$ cat src/l2_cache_pkg.sv
`default_nettype none

package l2_cache_pkg;

	localparam int l2_ways  = 4;
	localparam int l2_sets  = 8;
	localparam int l2_tag_w = 9;
	localparam int l2_set_w = 3;
	localparam int l2_word_w = 32;
	localparam int l2_addr_w = l2_tag_w + l2_set_w;

	typedef logic [l2_word_w-1:0] l2_word_t;
	typedef logic [l2_tag_w-1:0]  l2_tag_t;
	typedef logic [l2_set_w-1:0]  l2_set_t;
	typedef logic [$clog2(l2_ways)-1:0] l2_way_t;

	// one line is one word, so the address has no offset field
	typedef struct packed {
		l2_tag_t tag;
		l2_set_t set;
	} l2_addr_fields_t;

	typedef union packed {
		logic [l2_addr_w-1:0] raw;
		l2_addr_fields_t      fields;
	} l2_addr_u;

endpackage : l2_cache_pkg

`default_nettype wire

$ cat src/l2_ctrl_pkg.sv
`default_nettype none

package l2_ctrl_pkg;

	// result of the tag compare for the addressed set
	typedef struct packed {
		logic                  hit;
		l2_cache_pkg::l2_way_t hit_way;
		l2_cache_pkg::l2_way_t victim_way; // way the pseudo-LRU tree points at
		logic                  victim_dirty;
		l2_cache_pkg::l2_tag_t victim_tag;
	} l2_lookup_t;

	typedef struct packed {
		logic [l2_cache_pkg::l2_ways-1:0] ld_way;
		logic                             fill_sel; // 1 takes pmem_rdata, 0 takes the requester word
		logic [l2_cache_pkg::l2_ways-1:0] ld_tag;   // also sets the valid bit
		logic [l2_cache_pkg::l2_ways-1:0] ld_dirty;
		logic                             dirty_in;
		logic                             ld_lru;
		logic                             ld_evict;
		logic                             clr_evict; // buffer has been written back
	} l2_array_ctrl_t;

	typedef enum logic {
		wb_req,
		wb_evict
	} l2_wb_sel_t;

endpackage : l2_ctrl_pkg

`default_nettype wire

$ cat src/l2_tag_array.sv
`default_nettype none

module l2_tag_array (
	input  wire                         clk,
	input  wire                         arst_n,
	input  wire l2_cache_pkg::l2_set_t  set,
	input  wire l2_cache_pkg::l2_tag_t  tag,
	input  wire l2_ctrl_pkg::l2_array_ctrl_t ctrl,
	output l2_ctrl_pkg::l2_lookup_t     lookup
);
	import l2_cache_pkg::*;

	l2_tag_t tags [l2_sets][l2_ways];
	logic [l2_sets-1:0][l2_ways-1:0] valid_bits;
	logic [l2_sets-1:0][l2_ways-1:0] dirty_bits;
	logic [l2_sets-1:0][2:0] lru_bits; // [2] root, [1] ways 0/1, [0] ways 2/3

	logic [l2_ways-1:0] match;
	logic [2:0] lru_cur;
	logic [2:0] lru_next;
	l2_way_t victim;
	l2_way_t acc_way;

	always_comb begin
		for (int w = 0; w < l2_ways; w++) begin
			match[w] = valid_bits[set][w] && (tags[set][w] == tag);
		end
	end

	assign lru_cur = lru_bits[set];
	// root picks the pair, the pair bit picks the way inside it
	assign victim = lru_cur[2] ? {1'b1, lru_cur[0]} : {1'b0, lru_cur[1]};

	always_comb begin
		lookup = '0;
		for (int w = 0; w < l2_ways; w++) begin
			if (match[w]) begin
				lookup.hit = 1'b1;
				lookup.hit_way = l2_way_t'(w);
			end
		end
		lookup.victim_way = victim;
		lookup.victim_dirty = dirty_bits[set][victim];
		lookup.victim_tag = tags[set][victim];
	end

	// a fill has no hit yet, so the way being filled is the victim
	assign acc_way = lookup.hit ? lookup.hit_way : victim;

	always_comb begin
		lru_next = lru_cur;
		lru_next[2] = ~acc_way[1]; // send the root to the other pair
		if (acc_way[1])
			lru_next[0] = ~acc_way[0];
		else
			lru_next[1] = ~acc_way[0];
	end

	always_ff @(posedge clk or negedge arst_n) begin
		if (!arst_n) begin
			valid_bits <= '0;
			dirty_bits <= '0;
			lru_bits <= '0;
		end else begin
			for (int w = 0; w < l2_ways; w++) begin
				if (ctrl.ld_tag[w])
					valid_bits[set][w] <= 1'b1;
				if (ctrl.ld_dirty[w])
					dirty_bits[set][w] <= ctrl.dirty_in;
			end
			if (ctrl.ld_lru)
				lru_bits[set] <= lru_next;
		end
	end

	always_ff @(posedge clk) begin
		for (int w = 0; w < l2_ways; w++) begin
			if (ctrl.ld_tag[w])
				tags[set][w] <= tag;
		end
	end

	// two valid copies of one tag in a set would make hit_way ambiguous
	a_hit_unique : assert property (
		@(posedge clk) disable iff (!arst_n)
		lookup.hit |-> ($onehot(match) && match[lookup.hit_way])
	);

endmodule : l2_tag_array

`default_nettype wire

$ cat src/l2_data_array.sv
`default_nettype none

module l2_data_array (
	input  wire                          clk,
	input  wire                          arst_n,
	input  wire l2_cache_pkg::l2_set_t   set,
	input  wire l2_ctrl_pkg::l2_array_ctrl_t ctrl,
	input  wire l2_ctrl_pkg::l2_lookup_t lookup,
	input  wire l2_cache_pkg::l2_word_t  cpu_wdata,
	input  wire l2_cache_pkg::l2_word_t  pmem_rdata,
	output l2_cache_pkg::l2_word_t       rdata,
	output l2_cache_pkg::l2_word_t       evict_data,
	output l2_cache_pkg::l2_addr_u       evict_addr,
	output logic                         evict_full
);
	import l2_cache_pkg::*;

	l2_word_t lines [l2_ways][l2_sets];
	l2_word_t wr_word;

	assign wr_word = ctrl.fill_sel ? pmem_rdata : cpu_wdata;
	assign rdata = lines[lookup.hit_way][set];

	always_ff @(posedge clk) begin
		for (int w = 0; w < l2_ways; w++) begin
			if (ctrl.ld_way[w])
				lines[w][set] <= wr_word;
		end
	end

	// victim is captured before the fill overwrites its line
	always_ff @(posedge clk) begin
		if (ctrl.ld_evict) begin
			evict_data <= lines[lookup.victim_way][set];
			evict_addr.fields.tag <= lookup.victim_tag;
			evict_addr.fields.set <= set;
		end
	end

	always_ff @(posedge clk or negedge arst_n) begin
		if (!arst_n)
			evict_full <= 1'b0;
		else if (ctrl.ld_evict)
			evict_full <= 1'b1;
		else if (ctrl.clr_evict)
			evict_full <= 1'b0;
	end

	a_ld_way_onehot : assert property (
		@(posedge clk) disable iff (!arst_n)
		$onehot0(ctrl.ld_way)
	);

endmodule : l2_data_array

`default_nettype wire

$ cat src/l2_cache_control.sv
`default_nettype none

module l2_cache_control (
	input  wire                          clk,
	input  wire                          arst_n,
	input  wire                          mem_read,
	input  wire                          mem_write,
	input  wire                          pmem_resp,
	input  wire l2_ctrl_pkg::l2_lookup_t lookup,
	input  wire                          evict_full,
	output l2_ctrl_pkg::l2_array_ctrl_t  ctrl,
	output l2_ctrl_pkg::l2_wb_sel_t      wb_sel,
	output logic                         pmem_read,
	output logic                         pmem_write,
	output logic                         mem_resp
);
	import l2_cache_pkg::*;
	import l2_ctrl_pkg::*;

	typedef enum logic [2:0] {
		st_idle,
		st_lookup,
		st_fill,
		st_respond,
		st_writeback
	} state_t;

	state_t state;
	state_t next_state;

	logic [l2_ways-1:0] hit_oh;
	logic [l2_ways-1:0] victim_oh;

	assign hit_oh = l2_ways'(1) << lookup.hit_way;
	assign victim_oh = l2_ways'(1) << lookup.victim_way;

	always_comb begin
		ctrl = '0;
		wb_sel = wb_req;
		pmem_read = 1'b0;
		pmem_write = 1'b0;
		mem_resp = 1'b0;
		next_state = state;

		case (state)
			st_idle: begin
				if (mem_read || mem_write)
					next_state = st_lookup;
			end

			st_lookup: begin
				if (lookup.hit) begin
					ctrl.ld_lru = 1'b1;
					if (mem_write) begin
						ctrl.ld_way = hit_oh;
						ctrl.ld_dirty = hit_oh;
						ctrl.dirty_in = 1'b1;
						next_state = st_respond;
					end else begin
						mem_resp = 1'b1; // read data comes straight from the array
						next_state = evict_full ? st_writeback : st_idle;
					end
				end else begin
					// a clean victim is simply overwritten by the fill
					ctrl.ld_evict = lookup.victim_dirty;
					next_state = st_fill;
				end
			end

			st_fill: begin
				pmem_read = 1'b1;
				if (pmem_resp) begin
					ctrl.ld_way = victim_oh;
					ctrl.fill_sel = 1'b1;
					ctrl.ld_tag = victim_oh;
					ctrl.ld_dirty = victim_oh; // dirty_in stays low, so the new line is clean
					ctrl.ld_lru = 1'b1;
					next_state = st_idle; // second pass through lookup hits
				end
			end

			st_respond: begin
				mem_resp = 1'b1;
				next_state = evict_full ? st_writeback : st_idle;
			end

			st_writeback: begin
				pmem_write = 1'b1;
				wb_sel = wb_evict;
				if (pmem_resp) begin
					ctrl.clr_evict = 1'b1;
					next_state = st_idle;
				end
			end

			default: begin
				next_state = st_idle;
			end
		endcase
	end

	always_ff @(posedge clk or negedge arst_n) begin
		if (!arst_n)
			state <= st_idle;
		else
			state <= next_state;
	end

	a_pmem_excl : assert property (
		@(posedge clk) disable iff (!arst_n)
		!(pmem_read && pmem_write)
	);

	// the requester must not see a response before the line is in the array
	a_no_resp_in_fill : assert property (
		@(posedge clk) disable iff (!arst_n)
		(state == st_fill) |-> !mem_resp
	);

endmodule : l2_cache_control

`default_nettype wire

$ cat src/l2_cache.sv
`default_nettype none

module l2_cache (
	input  wire                         clk,
	input  wire                         arst_n,
	input  wire                         mem_read,
	input  wire                         mem_write,
	input  wire l2_cache_pkg::l2_addr_u mem_addr,
	input  wire l2_cache_pkg::l2_word_t mem_wdata,
	output l2_cache_pkg::l2_word_t      mem_rdata,
	output logic                        mem_resp,
	output logic                        pmem_read,
	output logic                        pmem_write,
	output l2_cache_pkg::l2_addr_u      pmem_addr,
	output l2_cache_pkg::l2_word_t      pmem_wdata,
	input  wire l2_cache_pkg::l2_word_t pmem_rdata,
	input  wire                         pmem_resp
);
	import l2_cache_pkg::*;
	import l2_ctrl_pkg::*;

	l2_lookup_t lookup;
	l2_array_ctrl_t ctrl;
	l2_wb_sel_t wb_sel;
	l2_word_t evict_data;
	l2_addr_u evict_addr;
	logic evict_full;

	l2_cache_control u_ctrl (
		.clk        (clk),
		.arst_n     (arst_n),
		.mem_read   (mem_read),
		.mem_write  (mem_write),
		.pmem_resp  (pmem_resp),
		.lookup     (lookup),
		.evict_full (evict_full),
		.ctrl       (ctrl),
		.wb_sel     (wb_sel),
		.pmem_read  (pmem_read),
		.pmem_write (pmem_write),
		.mem_resp   (mem_resp)
	);

	l2_tag_array u_tags (
		.clk    (clk),
		.arst_n (arst_n),
		.set    (mem_addr.fields.set),
		.tag    (mem_addr.fields.tag),
		.ctrl   (ctrl),
		.lookup (lookup)
	);

	l2_data_array u_data (
		.clk        (clk),
		.arst_n     (arst_n),
		.set        (mem_addr.fields.set),
		.ctrl       (ctrl),
		.lookup     (lookup),
		.cpu_wdata  (mem_wdata),
		.pmem_rdata (pmem_rdata),
		.rdata      (mem_rdata),
		.evict_data (evict_data),
		.evict_addr (evict_addr),
		.evict_full (evict_full)
	);

	// fills read at the request address, writebacks use the buffered victim
	assign pmem_addr = (wb_sel == wb_evict) ? evict_addr : mem_addr;
	assign pmem_wdata = (wb_sel == wb_evict) ? evict_data : mem_wdata;

endmodule : l2_cache

`default_nettype wire

$ cat config.mk
export PLATFORM = sky130hd
export DESIGN_NAME = l2_cache
export DESIGN_NICKNAME = d
export VERILOG_FILES = /design/src/l2_cache_pkg.sv /design/src/l2_ctrl_pkg.sv /design/src/l2_tag_array.sv /design/src/l2_data_array.sv /design/src/l2_cache_control.sv /design/src/l2_cache.sv
export SDC_FILE = /design/constraint.sdc
export NUM_CORES = 2
export LEC_CHECK = 0
export BUFFER_PORTS_ARGS = -buffer_cell sky130_fd_sc_hd__buf_2
export CAP_MARGIN = 20
export CORE_ASPECT_RATIO = 1.1
export CORE_UTILIZATION = 41
export DETAILED_ROUTE_END_ITERATION = 10
export PLACE_DENSITY = 0.67
export RECOVER_POWER = 50
export SLEW_MARGIN = 20
export SYNTH_ARGS = -nofsm -noshare
export SYNTH_HDL_FRONTEND = slang
export SYNTH_SLANG_ARGS = --single-unit
$ cat constraint.sdc
create_clock -name clk -period 13.1 [get_ports clk]
set_clock_uncertainty 0.2 [all_clocks]
set_input_delay 0.655 -clock clk [delete_from_list [all_inputs] [get_ports clk]]
set_output_delay 0.655 -clock clk [all_outputs]
set_load 0.02 [all_outputs]
; ---- Yosys cells after proc, flatten, opt, wreduce, memory -nomap -nowiden
; Memory sizes are Yosys's and may differ from the RTL's.
; Index checks and enable logic that the tools add are counted.
[classes]
n_lt_le_gt_ge = 6
eq_ne = 10
shifts = 2
muxes = 96
bitwise = 8
n_reduce_logical = 11
[ops]
columns = cell, count
row1 = two-way mux 256 bit, 4
row2 = two-way mux 32 bit, 15
row3 = binary-select mux 32 bit (select 3 bit), 2
row4 = bitwise mux 32 bit, 4
row5 = OR 32 bit, 4
row6 = demux 32 bit (select 3 bit), 1
row7 = demux 4 bit (select 3 bit), 4
row8 = == test 9 bit, 4
row9 = two-way mux 3 bit, 12
row10 = two-way mux 1 bit, 27
row11 = binary-select mux 4 bit (select 3 bit), 2
row12 = bitwise mux 24 bit, 1
row13 = two-way mux 4 bit, 5
row14 = binary-select mux 9 bit (select 2 bit), 1
row15 = two-way mux 9 bit, 2
row16 = one-hot mux 4 bit (2 select lines), 2
row17 = two-way mux 13 bit, 1
row18 = two-way mux 12 bit, 1
row19 = one-hot mux 3 bit (4 select lines), 1
row20 = two-way mux 5 bit, 2
row21 = binary-select mux 3 bit (select 3 bit), 1
row22 = demux 3 bit (select 3 bit), 1
row23 = "<< shifter 1 x 2 -> 4 bit, first input constant", 2
row24 = "== test 3 x 2 -> 1 bit, second input constant", 2
row25 = 22 further kinds, 32
[totals]
regBits = 136
ramBits = 1312
input_bits = 81
n_memories = 2
[mem_list]
columns = name, depth, word_bits, read_ports, rd_ports_with_merged_regs, wr, line
row1 = u_data.lines, 4, 256, 2, 0, 4, l2_data_array.sv:18  ; l2_word_t lines [l2_ways][l2_sets];
row2 = u_tags.tags, 8, 36, 1, 0, 1, l2_tag_array.sv:13  ; l2_tag_t tags [l2_sets][l2_ways];

; ---- Logic depth before layout (Yosys ltp)
[logic_depth]
ltp_word = 19
ltp_mapped = 18
ltp_nobuf = 10

; ---- Hierarchy
; A second synthesis with hierarchy kept.
[hier_totals]
cells_unflattened = 4260
hier_area_um2 = 66028.3
[by_module_without_submodules]
columns = mod, n_inst, cells_per_inst, area_per_inst_um2, seq_area_each_um2
row1 = l2_data_array, 1, 3159, 48985.7, 32095.8
row2 = l2_tag_array, 1, 1004, 15919.0, 10850.4
row3 = l2_cache, 1, 49, 737.0, 0.0
row4 = l2_cache_control, 1, 48, 386.6, 75.1

; ---- Least setup slack after synthesis
; No wires, ideal clock.
[synth_path]
path_type = input port to flip-flop
from = in mem_addr[1] in the netlist's numbering
to = mem u_data.lines[0][224] in the netlist's numbering (enable)
setup_time_ns = 0.432
arrival_ns = 5.241
required_ns = 12.468
path_slack_ns = 7.227
cell_stages = 16
path_cell_list = buf_6 > buf_6 > buf_2 > buf_4 > mux2i_1 > o22ai_1 > a2111oi_0 > xnor2_1 > nand3_1 > nor4_1 > nand3b_1 > and2_1 > buf_2 > buf_4 > nand2_1 > a21oi_1
[synth_rtl]
columns = element, line
row1 = start: declaration, l2_cache.sv:8  ; input wire l2_cache_pkg::l2_addr_u mem_addr,
row2 = end: declaration, l2_data_array.sv:18

; ---- Worst setup path after layout
[layout_path]
from = in mem_addr[1] in the netlist's numbering
to = out mem_rdata[6]
[layout_via]
elab_chain_len = 10
[layout_lines]
columns = element, line
row1 = memory read (8 x 36 bit) / binary-select mux 4 bit (select 3 bit) (equally long branches), n/a
row2 = == test 9 bit / two-way mux 4 bit (equally long branches), l2_tag_array.sv:26  ; match[w] = valid_bits[set][w] && (tags[set][w] == tag);
row3 = logical AND 1 bit, l2_tag_array.sv:26
row4 = two-way mux 3 bit (3 in a row), l2_tag_array.sv:37  ; if (match[w]) begin
row5 = memory read (4 x 256 bit), n/a
row6 = binary-select mux 32 bit (select 3 bit) (*), l2_data_array.sv:22  ; assign rdata = lines[lookup.hit_way][set];
row7 = two-way mux 32 bit (not written as such) (*) (2 in a row), l2_data_array.sv:22
row8 = end: declaration, l2_cache.sv:10  ; output l2_cache_pkg::l2_word_t mem_rdata,
; Every way passes the cells marked *; elsewhere a longest branch is shown, timed or not. The select of a mux whose other input is x is not followed.

==> metrics.md <==
| Metric | Value |
|---|---|
| Outcome | complete, but fails checks |
| Violations in the final reports | max-capacitance violations, max-slew violations |
| Count of standard-cell rows | 154 |
| P&R area growth vs syn | 11.8% |
| Crit path max fanout | 132 |
| DRC violation count after routing | 0 |
| Worst-case setup slack after placement | 4.75 ns |
| Post-cts repair resize count | 0 |
| Worst Setup Start Kind | input pin |
| Peak per-stage delay on the critical path | 2.18 ns |
| Slew headroom | -1.75 |
| Critical path endpoint category | output pin |
| DP Area | 0.0697 mm^2 |
| Total power density per cell area | 170 mW/mm^2 |
| Clock buffer count from CTS | 149 |
| Worst hold-check path type | in2reg |
| Total Nets Final | 5078 |
| Most repeated library cell on the critical path | and3_1 |
| I/O Buffers | 159 |
| Post-Synthesis Cells | 4956 |
| Slew of the pin with the lowest slew margin | 4.12 ns |
| Most numerous cell in the Yosys netlist | edfxtp_1 |
| Detailed-route via count | 49100 |
| Fraction of synthesized cell area taken by the top area cell type | 0.613 |
| Ratio of cells with drive above 1 in the final layout | 0.147 |
| Slowest-stage cell, CP | clkbuf_1 |
| Worst slack on hold paths | 0.136 ns |
| Number of buffers on the longest clock path | 3 |
| Area of the core | 0.161 mm^2 |
| Final Instance Count excl. Fillers | 7222 |
| Avg WL per Cell | 35.2 um |
| Number of failing setup endpoints in the final timing report | 0 |
| Via density per instance | 6.80 |
| Fmax achieved | 0.105 GHz |
| End of the worst register-to-register path | u_tags.dirty_bits[17]$_DFFE_PN0P_ |
| Number of warning messages in the yosys log | 0 |
| H-tree depth reported by CTS | 4 |
| Worst EP arrival | 8.66 ns |
| Grt peak-use layer | met2 |
| Number of antenna violations at the first check in global routing | 11 |
| Post-synthesis instance area | 0.0665 mm^2 |
| Leading post-synthesis cells by cell area | edfxtp_1 (61%), mux2i_1 (7.2%), dfrtp_1 (3.5%) |
| Sum Neg Setup Slack | 0 ns |
| CTS tree | yes |
| Most area-hungry cell type in the Yosys netlist | edfxtp_1 |
| I/O pins | 160 |
| Full die area | 0.164 mm^2 |
| Remaining global-route overflow | 0 |
| Maximum number of pins on one net before global-route repair | 192 |
| Post-synthesis sequential area ratio | 0.647 |
| P_leak | 24.8 nW |
| Routability cong. | 0.933 |
| Slack of the worst reg-to-reg path | 5.63 ns |
| DRC violation total after the first TritonRoute iteration | 8411 |
| Cell area after layout | 0.0743 mm^2 |
| Commonest cells post-synth | edfxtp_1 (1356), nand2_1 (515), mux2i_1 (479) |
| M2 GR Usage | 0.447 |
| Overall routing resource usage | 0.304 |
| Number of distinct library cells after synthesis | 82 |
| Clock net sink count | 1448 |
| WS Path Type | in2out |
| HPWL Detailed | 145000 um |
| Met3 track utilization from global routing | 0.0930 |
| Endpoint of the worst hold path | u_ctrl.state[1]$_DFFE_PN0P_ |
| Met1 track demand over resource in global routing | 0.399 |
| Routed WL | 254000 um |
| Mean instance size in the synthesized netlist | 13.4 um^2 |
| Reg2Reg Depth | 9 |
| Flip-flop and latch count after synthesis | 1448 |
| Total of max-cap violations | 16 |
| Drt pass-1 iters | 6 |
| Initial Utilization | 0.414 |
| First-pass GRT wire length | 352000 um |
| Hold path cells | 5 |
| Via count of the first global-routing pass | 46300 |
| IR drop worst, VDD | 0.159 mV |
| Chip width | 386 um |
| Critical hold path startpoint | mem_write |
| Commonest register cell after synthesis | edfxtp_1 |
| Residual antenna-violating net count after detailed routing | 0 |
| Share of flip-flops with an asynchronous set or reset after synthesis | 0.0635 |
| Root Driver | clkbuf_16 |
| Final Hold Fails | 0 |
| Synthesized Nets | 5037 |
| Period minus WS final | 9.51 ns |
| Required time worst endpoint | 12.24 ns |
| Total design power | 12.6 mW |
| Final Util | 0.463 |
| Max-slew violation count | 626 |
| Later-pin clock latency in the skew report | 0.82 ns |
| Period utilisation layout | 0.726 |
| Launching point of the worst reg2reg path | u_ctrl.state[0]$_DFFE_PN0P_ |
| Worst Slack Setup Final | 3.59 ns |
| Cell count after placement | 6947 |
| Y dimension of the die | 424 um |
| Cells traversed along the worst timing path | buf_6 -> clkbuf_1 -> nand2b_1 -> o22ai_1 -> nor3_1 -> nor4b_1 -> nand3_1 -> a211oi_4 -> buf_12 -> and3_1 -> a32oi_1 -> and3_1 -> o211ai_1 -> buf_2 |
| Setup repair after global routing missed its margin | no |
| EDFF count, synth | 1356 |
| Clock slew at reported path FFs | 0.06 ns |
-- flip-flops by register name (all words and copies together) (netlist names) --
register	flops
u_ctrl.state	3
u_data.evict_addr	12
u_data.evict_data	32
u_data.evict_full	1
u_data.lines	1024
u_tags.dirty_bits	32
u_tags.lru_bits	24
u_tags.tags	288
u_tags.valid_bits	32
-- layer usage --
layer,wire length [um],vias to the layer above
met2,110000,4171
met3,35300,880
met5,93,-
li1,-,19600
met4,16400,16
met1,92400,24400
-- report_power, final --
group | switching, mW | total [mW] | internal (mW) | leakage, nW
clock | 1.86 | 4.23 | 2.37 | 2.31
sequential | 0.0744 | 5.51 | 5.44 | 13.4
combinational | 2.02 | 2.91 | 0.883 | 9.02
total | 3.96 | 12.6 | 8.69 | 24.8
-- logic make-up (layout without fill, tap and decap cells) --
kind of cell,Yosys count,after routing,share of synthesized area
flops,1448,1448,0.647
xor+xnor,29,29,0.00382
buf+inv,422,577,0.0284
compound gates,1166,1166,0.126
simple gates,1229,1229,0.0859
mux,662,662,0.108
other cells,0,5,0
-- cell usage in the layout, fill, tap and decap left out, types with 29 or more instances in the layout --
| master | count |
|---|---|
| nor2_1 | 179 |
| mux4_2 | 31 |
| edfxtp_1 | 1356 |
| nor2_4 | 37 |
| or2_2 | 29 |
| mux2_2 | 147 |
| o211ai_1 | 34 |
| buf_2 | 109 |
| a211oi_1 | 147 |
| mux2i_1 | 478 |
| a21oi_1 | 235 |
| nand2_1 | 506 |
| clkbuf_1 | 109 |
| o21ai_0 | 133 |
| a22o_1 | 41 |
| nor3_1 | 87 |
| a22oi_1 | 88 |
| nand3_1 | 87 |
| clkbuf_16 | 150 |
| nor2b_1 | 132 |
| o22ai_1 | 54 |
| a32oi_1 | 130 |
| nand4_1 | 55 |
| a221o_1 | 30 |
| dfrtp_1 | 92 |
| a221oi_1 | 177 |
| buf_4 | 108 |
-- what timing repair did --
item                                    in CTS  in global routing
buffers inserted                             0                  0
endpoints found under the setup margin       0                  0
hold buffers                                 4                  0
hold endpoints to repair                    25                  0
-- final cells by class --
type	instances	area, um^2
clock buffers	201	4030
multi-input cells	3086	22000
well taps	2106	2640
flip-flops and latches	1448	43000
repair buffers	299	1860
inverters	13	48.8
diodes	5	12.5
clock inverters	64	724
fillers	14000	86200
-- worst max-delay path, delay by kind of cell --
family / cells / cell delay (ns)
AND/OR/NAND/NOR: 6 / 3.38
buffers and inverters: 4 / 3.35
AO/OA/AOI/OAI: 4 / 1.08
-- worst max path at each step --
stage,startpoint,to,depth (start not counted)
6_report,mem_addr[1],mem_rdata[6],14
5_1_grt,mem_addr[1],mem_rdata[6],14
4_1_cts,mem_addr[2],mem_rdata[28],16
3_5_place_dp,mem_addr[2],mem_rdata[28],16
3_3_place_gp,mem_addr[0],u_data.lines[0][66]$_DFFE_PP_,14
2_1_floorplan,mem_addr[1],u_data.lines[0][224]$_DFFE_PP_,16
Power figures use the tool's default switching activity.
